--- src/include/cpu_consts.svh ---
`ifndef CPU_CONSTS_SVH
`define CPU_CONSTS_SVH

// word and register file geometry
`define WORD_SIZE   16
`define NUM_REGS    4
`define REG_ADDR_W  2

// opcodes
`define OP_ADI      4'd4
`define OP_ORI      4'd5
`define OP_LHI      4'd6
`define OP_LWD      4'd7
`define OP_SWD      4'd8
`define OP_JMP      4'd9
`define OP_RTYPE    4'd15

// function codes of the R-type group
`define FN_ADD      6'd0
`define FN_SUB      6'd1
`define FN_AND      6'd2
`define FN_ORR      6'd3
`define FN_NOT      6'd4
`define FN_TCP      6'd5
`define FN_SHL      6'd6
`define FN_SHR      6'd7
`define FN_WWD      6'd28
`define FN_HLT      6'd29

// instruction fields
`define OP_HI       15
`define OP_LO       12
`define RS_HI       11
`define RS_LO       10
`define RT_HI       9
`define RT_LO       8
`define RD_HI       7
`define RD_LO       6
`define FN_HI       5
`define FN_LO       0
`define IMM_HI      7
`define IMM_LO      0
`define TGT_HI      11
`define TGT_LO      0

// ALU operations, 0..7 line up with the R-type function codes
`define ALU_ADD     4'd0
`define ALU_SUB     4'd1
`define ALU_AND     4'd2
`define ALU_ORR     4'd3
`define ALU_NOT     4'd4
`define ALU_TCP     4'd5
`define ALU_SHL     4'd6
`define ALU_SHR     4'd7
`define ALU_PASS_A  4'd8
`define ALU_PASS_B  4'd9

// operand forwarding sources
`define FWD_REG     2'd0
`define FWD_EXMEM   2'd1
`define FWD_MEMWB   2'd2

`endif
--- src/design/cpu_pkg.sv ---
`include "cpu_consts.svh"

package cpu_pkg;

	// data word, also used for instruction and data addresses
	typedef logic [`WORD_SIZE-1:0] word_t;

	// register number
	typedef logic [`REG_ADDR_W-1:0] reg_addr_t;

	// instruction opcode field
	typedef logic [`OP_HI-`OP_LO:0] opcode_t;

	// R-type function field
	typedef logic [`FN_HI-`FN_LO:0] func_t;

	// ALU operation picked in decode
	typedef logic [3:0] alu_sel_t;

	// operand source for execute: register file, EX/MEM or MEM/WB
	typedef logic [1:0] fwd_sel_t;

endpackage

--- src/design/pipe_if.sv ---
`timescale 1ns/1ps

// ID/EX pipeline register contents
interface id_ex_if;
	import cpu_pkg::*;

	logic valid;
	word_t rs_val;
	word_t rt_val;
	reg_addr_t rs;
	reg_addr_t rt;
	reg_addr_t dest;
	// already extended or shifted
	word_t imm;
	alu_sel_t alu_sel;
	logic use_imm;
	logic mem_read;
	logic mem_write;
	logic reg_write;
	logic wwd;
	logic halt;

	modport drv (output valid, rs_val, rt_val, rs, rt, dest, imm, alu_sel, use_imm,
		mem_read, mem_write, reg_write, wwd, halt);
	modport rcv (input valid, rs_val, rt_val, rs, rt, dest, imm, alu_sel, use_imm,
		mem_read, mem_write, reg_write, wwd, halt);
endinterface

// EX/MEM pipeline register contents
interface ex_mem_if;
	import cpu_pkg::*;

	logic valid;
	word_t alu_result;
	word_t store_data;
	reg_addr_t dest;
	logic mem_read;
	logic mem_write;
	logic reg_write;
	logic wwd;
	logic halt;

	modport drv (output valid, alu_result, store_data, dest, mem_read, mem_write,
		reg_write, wwd, halt);
	modport rcv (input valid, alu_result, store_data, dest, mem_read, mem_write,
		reg_write, wwd, halt);
endinterface

--- src/design/datapath.sv ---
`timescale 1ns/1ps

module datapath (
	input  logic           clk,
	input  logic           reset_n,
	output logic           read_m1_o,
	output cpu_pkg::word_t address1_o,
	input  cpu_pkg::word_t data1_i,
	output logic           read_m2_o,
	output logic           write_m2_o,
	output cpu_pkg::word_t address2_o,
	input  cpu_pkg::word_t data2_i,
	output cpu_pkg::word_t data2_o,
	output cpu_pkg::word_t num_inst_o,
	output cpu_pkg::word_t output_port_o,
	output logic           is_halted_o
);
	import cpu_pkg::*;

	// hazard and redirect control from decode to fetch
	logic stall;
	logic redirect;
	word_t target;
	logic freeze;
	logic squash;

	// IF/ID
	word_t if_instr;
	word_t if_pc;
	logic if_valid;

	// register file reads
	reg_addr_t rs_addr;
	reg_addr_t rt_addr;
	word_t rs_val;
	word_t rt_val;

	// write-back, also the MEM/WB forwarding path
	logic wb_reg_write;
	reg_addr_t wb_dest;
	word_t wb_data;

	id_ex_if id_ex ();
	ex_mem_if ex_mem ();

	fetch_stage fetch_i (
		.clk(clk), .reset_n(reset_n), .stall_i(stall), .redirect_i(redirect),
		.target_i(target), .freeze_i(freeze), .squash_i(squash), .instr_i(data1_i),
		.pc_o(address1_o), .read_o(read_m1_o), .if_instr_o(if_instr), .if_pc_o(if_pc),
		.if_valid_o(if_valid)
	);

	decode_stage decode_i (
		.clk(clk), .reset_n(reset_n), .if_instr_i(if_instr), .if_pc_i(if_pc),
		.if_valid_i(if_valid), .rs_val_i(rs_val), .rt_val_i(rt_val), .rs_addr_o(rs_addr),
		.rt_addr_o(rt_addr), .stall_o(stall), .redirect_o(redirect), .target_o(target),
		.freeze_o(freeze), .squash_o(squash), .ex_o(id_ex.drv)
	);

	register_file register_file_i (
		.clk(clk), .reset_n(reset_n), .rs_addr_i(rs_addr), .rt_addr_i(rt_addr),
		.wr_en_i(wb_reg_write), .wr_addr_i(wb_dest), .wr_data_i(wb_data),
		.rs_val_o(rs_val), .rt_val_o(rt_val)
	);

	execute_stage execute_i (
		.clk(clk), .reset_n(reset_n), .wb_reg_write_i(wb_reg_write), .wb_dest_i(wb_dest),
		.wb_data_i(wb_data), .ex_i(id_ex.rcv), .mem_o(ex_mem.drv)
	);

	mem_wb_stage mem_wb_i (
		.clk(clk), .reset_n(reset_n), .data2_i(data2_i), .mem_i(ex_mem.rcv),
		.address2_o(address2_o), .data2_o(data2_o), .read_m2_o(read_m2_o),
		.write_m2_o(write_m2_o), .wb_reg_write_o(wb_reg_write), .wb_dest_o(wb_dest),
		.wb_data_o(wb_data), .num_inst_o(num_inst_o), .output_port_o(output_port_o),
		.is_halted_o(is_halted_o)
	);

endmodule

--- src/design/decode_stage.sv ---
`timescale 1ns/1ps
`include "cpu_consts.svh"

module decode_stage (
	input  logic                clk,
	input  logic                reset_n,
	input  cpu_pkg::word_t      if_instr_i,
	input  cpu_pkg::word_t      if_pc_i,
	input  logic                if_valid_i,
	input  cpu_pkg::word_t      rs_val_i,
	input  cpu_pkg::word_t      rt_val_i,
	output cpu_pkg::reg_addr_t  rs_addr_o,
	output cpu_pkg::reg_addr_t  rt_addr_o,
	output logic                stall_o,
	output logic                redirect_o,
	output cpu_pkg::word_t      target_o,
	output logic                freeze_o,
	output logic                squash_o,
	id_ex_if.drv                ex_o
);
	import cpu_pkg::*;

	opcode_t opcode;
	func_t func;
	reg_addr_t rs;
	reg_addr_t rt;
	reg_addr_t rd;
	logic [`IMM_HI-`IMM_LO:0] imm8;

	alu_sel_t alu_sel;
	word_t imm;
	reg_addr_t dest;
	logic use_imm;
	logic reg_wr;
	logic mem_rd;
	logic mem_wr;
	logic wwd;
	logic halt;
	logic jump;
	logic uses_rs;
	logic uses_rt;
	logic load_hit;
	logic issue;

	assign opcode = if_instr_i[`OP_HI:`OP_LO];
	assign func = if_instr_i[`FN_HI:`FN_LO];
	assign rs = if_instr_i[`RS_HI:`RS_LO];
	assign rt = if_instr_i[`RT_HI:`RT_LO];
	assign rd = if_instr_i[`RD_HI:`RD_LO];
	assign imm8 = if_instr_i[`IMM_HI:`IMM_LO];

	assign rs_addr_o = rs;
	assign rt_addr_o = rt;

	always_comb begin
		alu_sel = `ALU_ADD;
		imm = '0;
		dest = rt;
		use_imm = 1'b0;
		reg_wr = 1'b0;
		mem_rd = 1'b0;
		mem_wr = 1'b0;
		wwd = 1'b0;
		halt = 1'b0;
		jump = 1'b0;
		uses_rs = 1'b0;
		uses_rt = 1'b0;
		case (opcode)
			`OP_ADI: begin
				imm = {{8{imm8[7]}}, imm8};
				{use_imm, reg_wr, uses_rs} = 3'b111;
			end
			`OP_ORI: begin
				alu_sel = `ALU_ORR;
				imm = {8'h00, imm8};
				{use_imm, reg_wr, uses_rs} = 3'b111;
			end
			`OP_LHI: begin
				alu_sel = `ALU_PASS_B;
				imm = {imm8, 8'h00};
				{use_imm, reg_wr} = 2'b11;
			end
			`OP_LWD: begin
				imm = {{8{imm8[7]}}, imm8};
				{use_imm, reg_wr, mem_rd, uses_rs} = 4'b1111;
			end
			`OP_SWD: begin
				imm = {{8{imm8[7]}}, imm8};
				{use_imm, mem_wr, uses_rs, uses_rt} = 4'b1111;
			end
			`OP_JMP: jump = 1'b1;
			`OP_RTYPE: begin
				dest = rd;
				if (func == `FN_WWD) begin
					alu_sel = `ALU_PASS_A;
					{wwd, uses_rs} = 2'b11;
				end else if (func == `FN_HLT) begin
					halt = 1'b1;
				end else if (func <= `FN_SHR) begin
					alu_sel = alu_sel_t'(func[3:0]);
					{reg_wr, uses_rs} = 2'b11;
					// NOT, TCP and the shifts take rs only
					uses_rt = (func <= `FN_ORR);
				end
			end
			default: ;
		endcase
	end

	// load in ID/EX feeding this instruction
	assign load_hit = ex_o.valid && ex_o.mem_read &&
		((uses_rs && ex_o.dest == rs) || (uses_rt && ex_o.dest == rt));
	assign stall_o = if_valid_i && load_hit;
	assign redirect_o = if_valid_i && jump;
	assign target_o = {if_pc_i[`WORD_SIZE-1:`TGT_HI+1], if_instr_i[`TGT_HI:`TGT_LO]};
	assign freeze_o = if_valid_i && halt;
	assign squash_o = redirect_o || freeze_o;
	assign issue = if_valid_i && !stall_o;

	always_ff @(posedge clk) begin
		if (!reset_n) begin
			ex_o.valid <= 1'b0;
			ex_o.mem_read <= 1'b0;
			ex_o.mem_write <= 1'b0;
			ex_o.reg_write <= 1'b0;
			ex_o.wwd <= 1'b0;
			ex_o.halt <= 1'b0;
		end else begin
			ex_o.valid <= issue;
			ex_o.mem_read <= issue && mem_rd;
			ex_o.mem_write <= issue && mem_wr;
			ex_o.reg_write <= issue && reg_wr;
			ex_o.wwd <= issue && wwd;
			ex_o.halt <= issue && halt;
		end
	end

	always_ff @(posedge clk) begin
		ex_o.rs_val <= rs_val_i;
		ex_o.rt_val <= rt_val_i;
		ex_o.rs <= rs;
		ex_o.rt <= rt;
		ex_o.dest <= dest;
		ex_o.imm <= imm;
		ex_o.alu_sel <= alu_sel;
		ex_o.use_imm <= use_imm;
	end

endmodule

--- src/design/execute_stage.sv ---
`timescale 1ns/1ps
`include "cpu_consts.svh"

module execute_stage (
	input  logic               clk,
	input  logic               reset_n,
	input  logic               wb_reg_write_i,
	input  cpu_pkg::reg_addr_t wb_dest_i,
	input  cpu_pkg::word_t     wb_data_i,
	id_ex_if.rcv               ex_i,
	ex_mem_if.drv              mem_o
);
	import cpu_pkg::*;

	fwd_sel_t fwd_a;
	fwd_sel_t fwd_b;
	word_t rs_fwd;
	word_t rt_fwd;
	word_t op_a;
	word_t op_b;
	word_t alu_result;

	// younger producer in EX/MEM wins over MEM/WB
	always_comb begin
		fwd_a = `FWD_REG;
		if (mem_o.reg_write && mem_o.dest == ex_i.rs)
			fwd_a = `FWD_EXMEM;
		else if (wb_reg_write_i && wb_dest_i == ex_i.rs)
			fwd_a = `FWD_MEMWB;
		fwd_b = `FWD_REG;
		if (mem_o.reg_write && mem_o.dest == ex_i.rt)
			fwd_b = `FWD_EXMEM;
		else if (wb_reg_write_i && wb_dest_i == ex_i.rt)
			fwd_b = `FWD_MEMWB;
	end

	always_comb begin
		case (fwd_a)
			`FWD_EXMEM: rs_fwd = mem_o.alu_result;
			`FWD_MEMWB: rs_fwd = wb_data_i;
			default:    rs_fwd = ex_i.rs_val;
		endcase
		case (fwd_b)
			`FWD_EXMEM: rt_fwd = mem_o.alu_result;
			`FWD_MEMWB: rt_fwd = wb_data_i;
			default:    rt_fwd = ex_i.rt_val;
		endcase
	end

	assign op_a = rs_fwd;
	assign op_b = ex_i.use_imm ? ex_i.imm : rt_fwd;

	always_comb begin
		case (ex_i.alu_sel)
			`ALU_ADD:    alu_result = op_a + op_b;
			`ALU_SUB:    alu_result = op_a - op_b;
			`ALU_AND:    alu_result = op_a & op_b;
			`ALU_ORR:    alu_result = op_a | op_b;
			`ALU_NOT:    alu_result = ~op_a;
			`ALU_TCP:    alu_result = ~op_a + word_t'(1);
			`ALU_SHL:    alu_result = op_a << 1;
			// arithmetic, sign bit kept
			`ALU_SHR:    alu_result = word_t'($signed(op_a) >>> 1);
			`ALU_PASS_B: alu_result = op_b;
			default:     alu_result = op_a;
		endcase
	end

	always_ff @(posedge clk) begin
		if (!reset_n) begin
			mem_o.valid <= 1'b0;
			mem_o.mem_read <= 1'b0;
			mem_o.mem_write <= 1'b0;
			mem_o.reg_write <= 1'b0;
			mem_o.wwd <= 1'b0;
			mem_o.halt <= 1'b0;
		end else begin
			mem_o.valid <= ex_i.valid;
			mem_o.mem_read <= ex_i.mem_read;
			mem_o.mem_write <= ex_i.mem_write;
			mem_o.reg_write <= ex_i.reg_write;
			mem_o.wwd <= ex_i.wwd;
			mem_o.halt <= ex_i.halt;
		end
	end

	always_ff @(posedge clk) begin
		mem_o.alu_result <= alu_result;
		mem_o.store_data <= rt_fwd;
		mem_o.dest <= ex_i.dest;
	end

endmodule

--- src/design/fetch_stage.sv ---
`timescale 1ns/1ps

module fetch_stage (
	input  logic           clk,
	input  logic           reset_n,
	input  logic           stall_i,
	input  logic           redirect_i,
	input  cpu_pkg::word_t target_i,
	input  logic           freeze_i,
	input  logic           squash_i,
	input  cpu_pkg::word_t instr_i,
	output cpu_pkg::word_t pc_o,
	output logic           read_o,
	output cpu_pkg::word_t if_instr_o,
	output cpu_pkg::word_t if_pc_o,
	output logic           if_valid_o
);
	import cpu_pkg::*;

	word_t pc;
	logic started;
	logic frozen;
	logic fetching;

	// no fetch in the cycle HLT is decoded, nor ever after
	assign fetching = started && !frozen && !freeze_i;
	assign read_o = fetching;
	assign pc_o = pc;

	always_ff @(posedge clk) begin
		if (!reset_n) begin
			pc <= '0;
			started <= 1'b0;
			frozen <= 1'b0;
			if_valid_o <= 1'b0;
		end else begin
			started <= 1'b1;
			if (freeze_i)
				frozen <= 1'b1;
			if (redirect_i)
				pc <= target_i;
			else if (fetching && !stall_i)
				pc <= pc + 1'b1;
			// squashed slot becomes a bubble in IF/ID
			if (squash_i)
				if_valid_o <= 1'b0;
			else if (!stall_i)
				if_valid_o <= fetching;
		end
	end

	always_ff @(posedge clk) begin
		if (!stall_i) begin
			if_instr_o <= instr_i;
			if_pc_o <= pc;
		end
	end

	// a jump never sits behind a load-use hazard
	a_no_redirect_on_stall: assert property (@(posedge clk) disable iff (!reset_n)
		!(redirect_i && stall_i));

endmodule

--- src/design/mem_wb_stage.sv ---
`timescale 1ns/1ps

module mem_wb_stage (
	input  logic               clk,
	input  logic               reset_n,
	input  cpu_pkg::word_t     data2_i,
	ex_mem_if.rcv              mem_i,
	output cpu_pkg::word_t     address2_o,
	output cpu_pkg::word_t     data2_o,
	output logic               read_m2_o,
	output logic               write_m2_o,
	output logic               wb_reg_write_o,
	output cpu_pkg::reg_addr_t wb_dest_o,
	output cpu_pkg::word_t     wb_data_o,
	output cpu_pkg::word_t     num_inst_o,
	output cpu_pkg::word_t     output_port_o,
	output logic               is_halted_o
);
	logic wb_valid;
	logic wb_wwd;
	logic wb_halt;

	// zero-wait data memory driven straight from EX/MEM
	assign address2_o = mem_i.alu_result;
	assign data2_o = mem_i.store_data;
	assign read_m2_o = mem_i.mem_read;
	assign write_m2_o = mem_i.mem_write;

	always_ff @(posedge clk) begin
		if (!reset_n) begin
			wb_valid <= 1'b0;
			wb_reg_write_o <= 1'b0;
			wb_wwd <= 1'b0;
			wb_halt <= 1'b0;
		end else begin
			wb_valid <= mem_i.valid;
			wb_reg_write_o <= mem_i.reg_write;
			wb_wwd <= mem_i.wwd;
			wb_halt <= mem_i.halt;
		end
	end

	always_ff @(posedge clk) begin
		wb_dest_o <= mem_i.dest;
		wb_data_o <= mem_i.mem_read ? data2_i : mem_i.alu_result;
	end

	// retirement
	always_ff @(posedge clk) begin
		if (!reset_n) begin
			num_inst_o <= '0;
			output_port_o <= '0;
			is_halted_o <= 1'b0;
		end else begin
			if (wb_valid)
				num_inst_o <= num_inst_o + 1'b1;
			if (wb_wwd)
				output_port_o <= wb_data_o;
			if (wb_halt)
				is_halted_o <= 1'b1;
		end
	end

	// everything behind HLT was squashed upstream
	a_no_retire_after_halt: assert property (@(posedge clk) disable iff (!reset_n)
		is_halted_o |-> !wb_valid);

endmodule

--- src/design/register_file.sv ---
`timescale 1ns/1ps
`include "cpu_consts.svh"

module register_file (
	input  logic               clk,
	input  logic               reset_n,
	input  cpu_pkg::reg_addr_t rs_addr_i,
	input  cpu_pkg::reg_addr_t rt_addr_i,
	input  logic               wr_en_i,
	input  cpu_pkg::reg_addr_t wr_addr_i,
	input  cpu_pkg::word_t     wr_data_i,
	output cpu_pkg::word_t     rs_val_o,
	output cpu_pkg::word_t     rt_val_o
);
	import cpu_pkg::*;

	word_t regs [`NUM_REGS];

	always_ff @(posedge clk) begin
		if (!reset_n) begin
			for (int i = 0; i < `NUM_REGS; i++)
				regs[i] <= '0;
		end else if (wr_en_i) begin
			regs[wr_addr_i] <= wr_data_i;
		end
	end

	// write-through so decode sees the value retiring this cycle
	assign rs_val_o = (wr_en_i && wr_addr_i == rs_addr_i) ? wr_data_i : regs[rs_addr_i];
	assign rt_val_o = (wr_en_i && wr_addr_i == rt_addr_i) ? wr_data_i : regs[rt_addr_i];

endmodule

--- config.mk ---
export PLATFORM = sky130hd
export DESIGN_NAME = datapath
export DESIGN_NICKNAME = d
export VERILOG_FILES = /design/src/design/cpu_pkg.sv /design/src/design/pipe_if.sv /design/src/design/datapath.sv /design/src/design/decode_stage.sv /design/src/design/execute_stage.sv /design/src/design/fetch_stage.sv /design/src/design/mem_wb_stage.sv /design/src/design/register_file.sv
export VERILOG_INCLUDE_DIRS = /design/src /design/src/include
export SDC_FILE = /design/constraint.sdc
export NUM_CORES = 1
export LEC_CHECK = 0
export ABC_AREA = 0
export ABC_CLOCK_PERIOD_IN_PS = 4500
export BUFFER_PORTS_ARGS = -buffer_cell sky130_fd_sc_hd__buf_2
export CORE_ASPECT_RATIO = 0.9
export CORE_MARGIN = 1.5
export CORE_UTILIZATION = 50
export DETAILED_ROUTE_END_ITERATION = 8
export PLACE_DENSITY_LB_ADDON = 0.05
export SKIP_CTS_REPAIR_TIMING = 1
export SYNTH_ARGS = -nofsm -noshare
export SYNTH_HDL_FRONTEND = slang
export SYNTH_HIERARCHICAL = 1
export SYNTH_SLANG_ARGS = --single-unit
--- constraint.sdc ---
create_clock -name clk -period 4.5 [get_ports clk]
set_clock_uncertainty 0.1 [all_clocks]
set_input_delay 0 -clock clk [delete_from_list [all_inputs] [get_ports clk]]
set_output_delay 0 -clock clk [all_outputs]
set_load 0.01 [all_outputs]
==> results of run 1 <==
==> where the power goes <==
part / total, mW / switching (mW) / internal [mW]
registers: 3.08 / 0.409 / 2.67
clock network: 2.41 / 0.978 / 1.43
logic: 1.32 / 0.696 / 0.622
total: 6.81 / 2.08 / 4.73
==> worst max-delay path, cell delays in order, from the launching register on <==
cell	delay, ns
dfxtp_2	0.35
xor2_2	0.22
o31ai_2	0.30
a311oi_1	0.13
buf_4	0.16
a2111oi_4	0.40
nand3_1	0.17
o21ai_1	0.18
xnor2_1	0.13
ha_1	0.30
or2_2	0.29
a21oi_1	0.14
a21oi_1	0.09
a221oi_2	0.32
o21ai_1	0.17
a21o_1	0.20
a21oi_1	0.18
xor2_1	0.18
o21ai_1	0.07
==> final cells by class <==
| cell class | count | area, um2 |
|---|---|---|
| Multi-Input combinational cell | 919 | 7220 |
| Inverter | 34 | 128 |
| Timing Repair Buffer | 230 | 1520 |
| Clock inverter | 16 | 209 |
| Sequential cell | 263 | 6110 |
| Tap cell | 360 | 450 |
| Fill cell | 2402 | 11500 |
| Clock buffer | 36 | 761 |
==> cells in the final DEF (no fill, tap or decap), drive strengths merged, types with 25 or more instances in the layout <==
| master | instances |
|---|---|
| dlygate4sd3 | 33 |
| nand2 | 76 |
| nor4 | 26 |
| nand4 | 35 |
| and2 | 73 |
| nor3 | 38 |
| xnor2 | 42 |
| o21ai | 44 |
| xor2 | 35 |
| nand3 | 30 |
| mux2 | 52 |
| buf | 197 |
| dfxtp | 179 |
| nor2 | 82 |
| a31oi | 26 |
| edfxtp | 84 |
| a21oi | 62 |
| and3 | 25 |
| mux2i | 42 |
| mux4 | 32 |
| clkbuf | 36 |
| inv | 35 |
==> worst max path at each step <==
| stage | cells past startpoint | to | start |
|---|---|---|---|
| after floorplan | 20 | execute_i/mem_o.alu_result[14]$_DFF_P_ | mem_wb_i/wb_reg_write_o$_SDFF_PN0_ |
| after global placement | 19 | execute_i/mem_o.alu_result[13]$_DFF_P_ | execute_i/mem_o.dest[1]$_DFF_P_ |
| after detailed placement | 19 | execute_i/mem_o.alu_result[13]$_DFF_P_ | execute_i/mem_o.dest[0]$_DFF_P_ |
| after CTS | 19 | execute_i/mem_o.alu_result[13]$_DFF_P_ | execute_i/mem_o.dest[0]$_DFF_P_ |
| after global routing | 19 | execute_i/mem_o.alu_result[11]$_DFF_P_ | execute_i/mem_o.dest[1]$_DFF_P_ |
| final | 18 | execute_i/mem_o.alu_result[14]$_DFF_P_ | mem_wb_i/wb_dest_o[1]$_DFF_P_ |
==> metal layers <==
layer  part of all wire  up-vias
met4              0.026        0
met3              0.063       64
met1               0.45     5366
li1                   -     5199
met2               0.46      435
met5                  0        -
==> metrics by stage <==
step	instance area [um2]	utilization	instances	worst slack, ns	hold WS (ns)
4_1_cts	16000	0.573	1822	-0.0540	-0.514
3_3_place_gp	15000	0.538	1770	0.229	0.0769
5_1_grt	16400	0.588	1858	0.00759	0.0363
6_report	16400	0.588	1858	0.267	0.0383
3_5_place_dp	15000	0.538	1770	-0.00721	0.0781
2_1_floorplan	14200	-	1336	0.357	-0.0723
==> flow_metrics.env, run 1 <==
export IMPL_route_detailed_drc=8
export IMPL_slew_violations=0
export IMPL_overflow=0
export IMPL_ff2ff_path_depth=18
export IMPL_finalWeightedCongestion=0.978
export IMPL_core_area_mm2=0.0279
export IMPL_fin_crit_ns=4.23
export IMPL_routed_via_density=5.95
export IMPL_cts_buffer_depth=3
export IMPL_worst_pin_slew_ns=1.11
export IMPL_slew_headroom=0.247
export IMPL_antenna_left=0
export IMPL_die_area_mm2=0.0293
export IMPL_outcome="finished with violations"
export IMPL_num_vias=11100
export IMPL_first_iter_violations=928
export IMPL_start_util=0.508
export IMPL_synthCells=1336
export IMPL_clk_insertion_delay_late_ns=0.56
export IMPL_power_density_mw_per_mm2=415
export IMPL_syn_num_nets=1395
export IMPL_use_met1=0.381
export IMPL_cts_sinks=263
export IMPL_drt_pass1_iter_count=8
export IMPL_r2r_end="execute_i/mem_o.alu_result[14]$_DFF_P_"
export IMPL_cts_buffers=28
export IMPL_grt_max_degree=39
export IMPL_largest_register_ffs=64
export IMPL_globalRouteMet3Util=0.0367
export IMPL_cp_required_ns=4.81
export IMPL_clock_fmax_ghz=0.236
export IMPL_period_share=0.941
export IMPL_critPathMaxFanout=5
export IMPL_regMostFlops="register_file_i/regs"
export IMPL_tritoncts="done"
export IMPL_clkTransAtPathRegs_ns=0.06
export IMPL_dp_hpwl_um=28600
export IMPL_syn_area_mm2=0.0142
export IMPL_finalSetupViolCount=0
export IMPL_hold_start="data1_i[7]"
export IMPL_htreeDepth=1
export IMPL_finalSetupTns_ns=0
export IMPL_endpoint_kind="flop"
export IMPL_path_class="reg -> reg"
export IMPL_wl_per_cell_um=21.8
export IMPL_antenna_found_initial=0
export IMPL_hold_violations=0
export IMPL_totalPowerFinal_mw=6.81
export IMPL_yosys_warnings=6
export IMPL_reg2reg_from="mem_wb_i/wb_dest_o[1]$_DFF_P_"
export IMPL_min_path_cells=2
export IMPL_grtUsageMet2=0.433
export IMPL_drt_total_wl_um=40500
export IMPL_grt_pass1_wl_um=61100
export IMPL_fp_dieW_um=180
export IMPL_ir_drop_uv=299
export IMPL_diodes=0
export IMPL_cp_arrival_ns=4.55
export IMPL_io_pins=118
export IMPL_drive_gt1_frac=0.264
export IMPL_die_h_um=163
export IMPL_grt_pass1_vias=10500
export IMPL_rsz0062_at_grt="false"
export IMPL_violations="design-rule violations"
export IMPL_hold_end="fetch_i/if_instr_o[7]$_DFFE_PN_"
export IMPL_cp_start_kind="flop"
export IMPL_min_path_type="in -> reg"
export IMPL_cts_root_buf="clkbuf_16"
export IMPL_area_growth_pct=15.9
export IMPL_nets=1535
export IMPL_rows=58
export IMPL_grtUsageTotal=0.269
export IMPL_grt_busiest_layer="met2"
export IMPL_rrSetupSlack_ns=0.27
export IMPL_syn_avg_cell_area_um2=10.6
export IMPL_power_leakage_nw=6.70
export IMPL_maxCapViolations=0
export IMPL_io_buffer_count=117
No activity file was read; power rests on OpenSTA's default activity.
==> run 2: changes to the inputs <==
--- a/config.mk
+++ b/config.mk
@@ -7,7 +7,7 @@
 export NUM_CORES = 1
 export LEC_CHECK = 0
 export ABC_AREA = 0
-export ABC_CLOCK_PERIOD_IN_PS = 4500
+export ABC_CLOCK_PERIOD_IN_PS = 4200
 export BUFFER_PORTS_ARGS = -buffer_cell sky130_fd_sc_hd__buf_2
 export CORE_ASPECT_RATIO = 0.9
 export CORE_MARGIN = 1.5
==> constraint.sdc (replaced) <==
create_clock -name clk -period 4.2 [get_ports clk]
set_clock_uncertainty 0.1 [all_clocks]
set_input_delay 0 -clock clk [delete_from_list [all_inputs] [get_ports clk]]
set_output_delay 0 -clock clk [all_outputs]
set_load 0.01 [all_outputs]
==> run 2 against run 1 <==
Compared with the run above: highest routed layer unchanged; via count increased by 0.91%; first-iteration DRC count is 3.0% lower; routed wire length rose by 0.44%; register-to-register slack got worse by 0.15 ns; the run still ends with design-rule violations left; core utilization is 2.0 points higher; combinational power up 25%; critical endpoint is now execute_i/mem_o.alu_result[13]$_DFF_P_; non-clock buffer count up 44; die area stayed put; clock power barely moved; flip-flop and latch count stayed put; critical path type unchanged; final area up 3.4%; final cell count grew 2.5%.
==> flow_metrics.env, run 2 (synthesis results as in run 1) <==
export IMPL_io_pins=118
export IMPL_grtUsageTotal=0.271
export IMPL_drive_gt1_frac=0.302
export IMPL_wl_per_cell_um=21.4
export IMPL_p_int_mw=5.04
export IMPL_outcome="finished with violations"
export IMPL_power_density_mw_per_mm2=433
export IMPL_cp_start_kind="flop"
export IMPL_tritoncts="done"
export IMPL_start_util=0.508
export IMPL_pwr_share_seq=0.445
export IMPL_route_detailed_drc=1
export IMPL_hold_violations=0
export IMPL_endpoint_kind="flop"
export IMPL_p_comb_frac=0.225
export IMPL_first_iter_violations=900
export IMPL_core_area_mm2=0.0279
export IMPL_dp_cells=1806
export IMPL_overflow=0
export IMPL_regMostFlops="register_file_i/regs"
export IMPL_cts_root_buf="clkbuf_16"
export IMPL_maxCapViolations=0
export IMPL_die_area_mm2=0.0293
export IMPL_finalWeightedCongestion=0.981
export IMPL_io_buffer_count=117
export IMPL_grt_busiest_layer="met2"
export IMPL_fp_dieW_um=180
export IMPL_grt_max_degree=39
export IMPL_nets=1580
export IMPL_area_growth_pct=19.8
export IMPL_antenna_found_initial=0
export IMPL_cp_arrival_ns=4.43
export IMPL_grtUsageMet2=0.428
export IMPL_dp_hpwl_um=28800
export IMPL_violations="design-rule violations"
export IMPL_grt_pass1_vias=10700
export IMPL_path_class="reg -> reg"
export IMPL_clkTransAtPathRegs_ns=0.06
export IMPL_drt_pass1_iter_count=9
export IMPL_layout_common_cells="dfxtp_1 (173), buf_4 (121), buf_2 (117)"
export IMPL_switching_share=0.312
export IMPL_worst_pin_slew_ns=1.20
export IMPL_htreeDepth=1
export IMPL_drt_total_wl_um=40700
export IMPL_p_switching_mw=2.29
export IMPL_finalSetupViolCount=0
export IMPL_diodes=0
export IMPL_fin_cells=1904
export IMPL_final_common_cell="dfxtp_1"
export IMPL_routed_via_density=5.86
export IMPL_grt_pass1_wl_um=61600
export IMPL_ir_drop_uv=340
export IMPL_slew_headroom=0.196
export IMPL_cts_buffer_depth=3
export IMPL_largest_register_ffs=64
export IMPL_clock_fmax_ghz=0.245
export IMPL_fin_crit_ns=4.08
export IMPL_final_util=0.608
export IMPL_use_met1=0.384
export IMPL_clkPwrFrac=0.330
export IMPL_cp_required_ns=4.55
export IMPL_critPathMaxFanout=6
export IMPL_num_vias=11200
export IMPL_antenna_left=0
export IMPL_rows=58
export IMPL_power_leakage_nw=6.94
export IMPL_min_path_type="in -> reg"
export IMPL_globalRouteMet3Util=0.0389
export IMPL_cts_sinks=263
export IMPL_die_h_um=163
export IMPL_period_share=0.972
export IMPL_slew_violations=0
export IMPL_cts_buffers=29
export IMPL_clk_insertion_delay_late_ns=0.56
export IMPL_rsz0062_at_grt="true"
-- run 2: critical path, cell delays in order (launching register included) --
cell and delay, ns:
dfxtp_4 0.39, xor2_4 0.20, o31ai_1 0.43, a31oi_4 0.14
nand2_1 0.08, nand2_1 0.07, inv_1 0.07, ha_2 0.19
nand2_2 0.10, buf_6 0.15, nor3_2 0.16, buf_4 0.15
nor2_1 0.04, xor2_1 0.15, ha_1 0.34, a21oi_2 0.16
nor2_1 0.08, a21oi_2 0.17, o311ai_4 0.13, xnor2_1 0.17
o211ai_1 0.13, o21a_1 0.20, o22a_1 0.16
-- run 2: area by class of cell --
type,count,area (um2)
multi-input cells,919,7480
flip-flops and latches,263,6120
clock inverters,17,130
fillers,2349,10900
clock buffers,37,786
well taps,360,450
inverters,34,128
repair buffers,274,1870
-- run 2: power by group through the flow --
stage	clock, mW	combinational [mW]	sequential, mW
global route	2.59	1.77	3.29
CTS	2.46	1.50	3.24
floorplan	0	1.03	3.12
finish	2.42	1.65	3.27
global placement	0	1.48	3.30
detailed placement	0	1.50	3.30
-- run 2: path summary, 6_finish.rpt --
check,startpoint,to,slack [ns],cells after the start
worst min-delay path,data1_i[15],fetch_i/if_instr_o[15]$_DFFE_PN_,0.04,2
worst max-delay path,decode_i/ex_o.rt[1]$_DFF_P_,execute_i/mem_o.alu_result[13]$_DFF_P_,0.12,22
worst max register to register,decode_i/ex_o.rt[1]$_DFF_P_,execute_i/mem_o.alu_result[13]$_DFF_P_,0.12,22
worst min register to register,decode_i/ex_o.dest[0]$_DFF_P_,execute_i/mem_o.dest[0]$_DFF_P_,0.30,0
-- run 2: through the flow --
stage	TNS [ns]	total power [mW]	worst slack [ns]	hold WS (ns)	cell area (um2)
finish	0	7.34	0.118	0.0437	17000
floorplan	0	4.14	0.0573	-0.0723	14200
detailed placement	-0.414	4.79	-0.165	0.0781	15300
global placement	-0.0279	4.79	-0.0279	0.0772	15300
CTS	-0.611	7.21	-0.205	-0.513	16200
global route	-0.354	7.64	-0.114	0.0375	17000
-- run 2: per-layer routing --
metal | routed length [um] | part of all wire
met3 | 2560 | 0.063
met4 | 1110 | 0.027
met5 | 0 | 0
met1 | 18500 | 0.45
met2 | 18500 | 0.46
==> run 3: changes to the inputs <==
--- a/config.mk
+++ b/config.mk
@@ -17,5 +17,4 @@
 export SKIP_CTS_REPAIR_TIMING = 1
 export SYNTH_ARGS = -nofsm -noshare
 export SYNTH_HDL_FRONTEND = slang
-export SYNTH_HIERARCHICAL = 1
 export SYNTH_SLANG_ARGS = --single-unit
==> run 3 against run 2 <==
Compared with the run above: the run ends with negative setup slack left; maximum frequency decreased by 5.0%; final area rose by 3.8%; register-to-register slack worse by 0.22 ns; worst setup slack lost 0.22 ns.
==> flow_metrics.env, run 3 <==
export IMPL_clkPwrFrac=0.337
export IMPL_finalWeightedCongestion=1.01
export IMPL_first_iter_violations=1155
export IMPL_maxCapViolations=0
export IMPL_synth_seq_cells=267
export IMPL_use_met1=0.445
export IMPL_drive_gt1_frac=0.329
export IMPL_globalRouteMet3Util=0.0368
export IMPL_outcome="finished with violations"
export IMPL_pwr_share_seq=0.413
export IMPL_synth_commonest_cells="dfxtp_1 (183), nor2_1 (105), edfxtp_1 (84)"
export IMPL_critPathMaxFanout=5
export IMPL_power_density_mw_per_mm2=440
export IMPL_period_share=1.02
export IMPL_violations="negative setup slack"
export IMPL_cts_buffers=29
export IMPL_p_int_mw=5.30
export IMPL_yosys_warnings=0
export IMPL_synth_cell_type_count=82
export IMPL_switching_share=0.316
export IMPL_ff2ff_path_depth=20
export IMPL_cts_sinks=267
export IMPL_dp_hpwl_um=32100
export IMPL_area_growth_pct=29.4
export IMPL_regMostFlops="register_file_i.regs"
export IMPL_synth_mux_area_frac=0.114
export IMPL_cts_buffer_depth=3
export IMPL_fin_area_mm2=0.0176
export IMPL_route_detailed_drc=0
export IMPL_p_switching_mw=2.45
export IMPL_antenna_found_initial=0
export IMPL_synthCells=1326
export IMPL_yosys_area_share_simple=0.179
export IMPL_drt_pass1_iter_count=9
export IMPL_syn_area_mm2=0.0136
export IMPL_synth_edff_count=84
export IMPL_die_area_mm2=0.0282
export IMPL_slew_headroom=0.162
export IMPL_clock_fmax_ghz=0.233
export IMPL_final_common_cell="buf_4"
export IMPL_grt_max_degree=49
export IMPL_grt_pass1_vias=11400
export IMPL_core_area_mm2=0.0269
export IMPL_synth_top_family_by_area="simple AND/OR/NAND/NOR gates"
export IMPL_reg2reg_from="decode_i.ex_o.rt[1]$_DFF_P_"
export IMPL_yosysSeqAreaShare=0.455
export IMPL_fp_dieW_um=177
export IMPL_synth_most_common_cell="dfxtp_1"
export IMPL_grt_pass1_wl_um=66800
export IMPL_hold_violations=0
export IMPL_grt_busiest_layer="met2"
export IMPL_synth_compound_area_frac=0.138
export IMPL_routed_via_density=5.95
export IMPL_worst_pin_slew_ns=1.26
export IMPL_rows=57
export IMPL_synth_top_area_frac=0.269
export IMPL_fin_crit_ns=4.30
export IMPL_cp_arrival_ns=4.65
export IMPL_wl_per_cell_um=22.3
export IMPL_synth_main_ff_cell="dfxtp_1"
export IMPL_synth_area_leaders="dfxtp_1 (27%), edfxtp_1 (19%), mux4_2 (5.3%), mux2_2 (4.2%), and2_1 (3.5%)"
export IMPL_htreeDepth=1
export IMPL_io_buffer_count=117
export IMPL_tritoncts="done"
export IMPL_hold_start="data1_i[14]"
export IMPL_finalSetupViolCount=3
export IMPL_clkTransAtPathRegs_ns=0.07
export IMPL_die_h_um=159
export IMPL_power_leakage_nw=7.13
export IMPL_antenna_left=0
export IMPL_grtUsageMet2=0.487
export IMPL_clk_insertion_delay_late_ns=0.57
export IMPL_grtUsageTotal=0.308
export IMPL_p_comb_frac=0.250
export IMPL_slew_violations=0
export IMPL_async_flop_share=0
export IMPL_synth_top_area_cell="dfxtp_1"
export IMPL_cts_root_buf="clkbuf_16"
export IMPL_cp_startpoint="decode_i.ex_o.rt[1]$_DFF_P_"
export IMPL_diodes=0
export IMPL_synth_adder_area_share=0.0245
export IMPL_endpoint_kind="flop"
export IMPL_num_vias=11900
export IMPL_ir_drop_uv=347
export IMPL_setup_ws_ns=-0.0994
export IMPL_rrSetupSlack_ns=-0.1
export IMPL_cp_start_kind="flop"
export IMPL_cp_required_ns=4.55
export IMPL_io_pins=118
export IMPL_nets=1687
export IMPL_synth_xor_xnor_area_share=0.0565
export IMPL_start_util=0.506
export IMPL_path_class="reg -> reg"
export IMPL_layout_common_cells="buf_4 (192), dfxtp_1 (176), buf_2 (118)"
export IMPL_min_path_type="in -> reg"
export IMPL_endpoint="execute_i.mem_o.alu_result[12]$_DFF_P_"
export IMPL_finalSetupTns_ns=-0.258
export IMPL_drt_total_wl_um=44600
export IMPL_rsz0062_at_grt="true"
export IMPL_largest_register_ffs=64
export IMPL_placed_area_mm2=0.0158
export IMPL_overflow=0
export IMPL_syn_avg_cell_area_um2=10.3
export IMPL_r2r_end="execute_i.mem_o.alu_result[12]$_DFF_P_"
export IMPL_syn_num_nets=1386
-- run 3: logic make-up after synthesis --
logic type / count (synthesis)
adder cells (fa/ha/maj): 26
XOR/XNOR: 86
multiplexers: 109
flip-flops: 267
buffers and inverters: 109
AO/OA/AOI/OAI: 266
AND/OR/NAND/NOR: 463
-- run 3: final cells by class --
cell class | count | area [um2]
well taps | 354 | 443
flip-flops and latches | 267 | 6200
inverters | 32 | 120
multi-input cells | 950 | 7440
fillers | 2186 | 9290
clock buffers | 33 | 782
clock inverters | 21 | 203
repair buffers | 347 | 2410
-- run 3: worst max-delay path, stage by stage, from the launching register on --
cell and delay, ns:
dfxtp_4 0.41, xnor2_1 0.21, buf_4 0.18, nand4_1 0.16, a31oi_4 0.33, mux2i_2 0.14
ha_2 0.23, and3_4 0.16, a31oi_2 0.22, xnor2_2 0.12, ha_2 0.20, buf_4 0.14
nor3_2 0.17, nor2_1 0.09, buf_4 0.15, nand3b_1 0.11, nand4_1 0.10, a211o_1 0.28
a211oi_2 0.28, a41oi_2 0.15, o21a_1 0.25
-- run 3: stage by stage --
stage,setup slack [ns],cells,hold slack (ns),power [mW],utilization
6_report,-0.0994,2004,0.0422,7.75,0.654
5_1_grt,-0.351,2004,0.0414,8.04,0.654
4_1_cts,-0.449,1962,-0.504,7.59,0.622
3_5_place_dp,-0.430,1908,0.0781,5.00,0.586
3_3_place_gp,-0.270,1908,0.0764,5.00,0.586
2_1_floorplan,0.0380,1326,-0.0723,4.03,-
-- run 3: how the worst min path moves through the flow --
stage                                             to  cells after the start  slack (ns)
floorplan                    fetch_i.started$_DFF_P_                      0       -0.07
global placement     fetch_i.if_instr_o[0]$_DFFE_PN_                      1        0.08
detailed placement   fetch_i.if_instr_o[6]$_DFFE_PN_                      1        0.08
CTS                  fetch_i.if_instr_o[6]$_DFFE_PN_                      1       -0.50
global route         fetch_i.if_instr_o[2]$_DFFE_PN_                      2        0.04
finish              fetch_i.if_instr_o[14]$_DFFE_PN_                      2        0.04
-- run 3: power groups by stage --
| stage | combinational, mW | sequential, mW | clock (mW) |
|---|---|---|---|
| floorplan | 0.850 | 3.18 | 0 |
| finish | 1.94 | 3.20 | 2.61 |
| global route | 2.07 | 3.22 | 2.74 |
| global placement | 1.76 | 3.24 | 0 |
| detailed placement | 1.76 | 3.24 | 0 |
| CTS | 1.77 | 3.19 | 2.63 |
-- run 3: routing by layer --
metal  share of wire  vias up
li1                -     5577
met4           0.030        0
met5               0        -
met3           0.072       80
met1            0.44     5716
met2            0.46      544
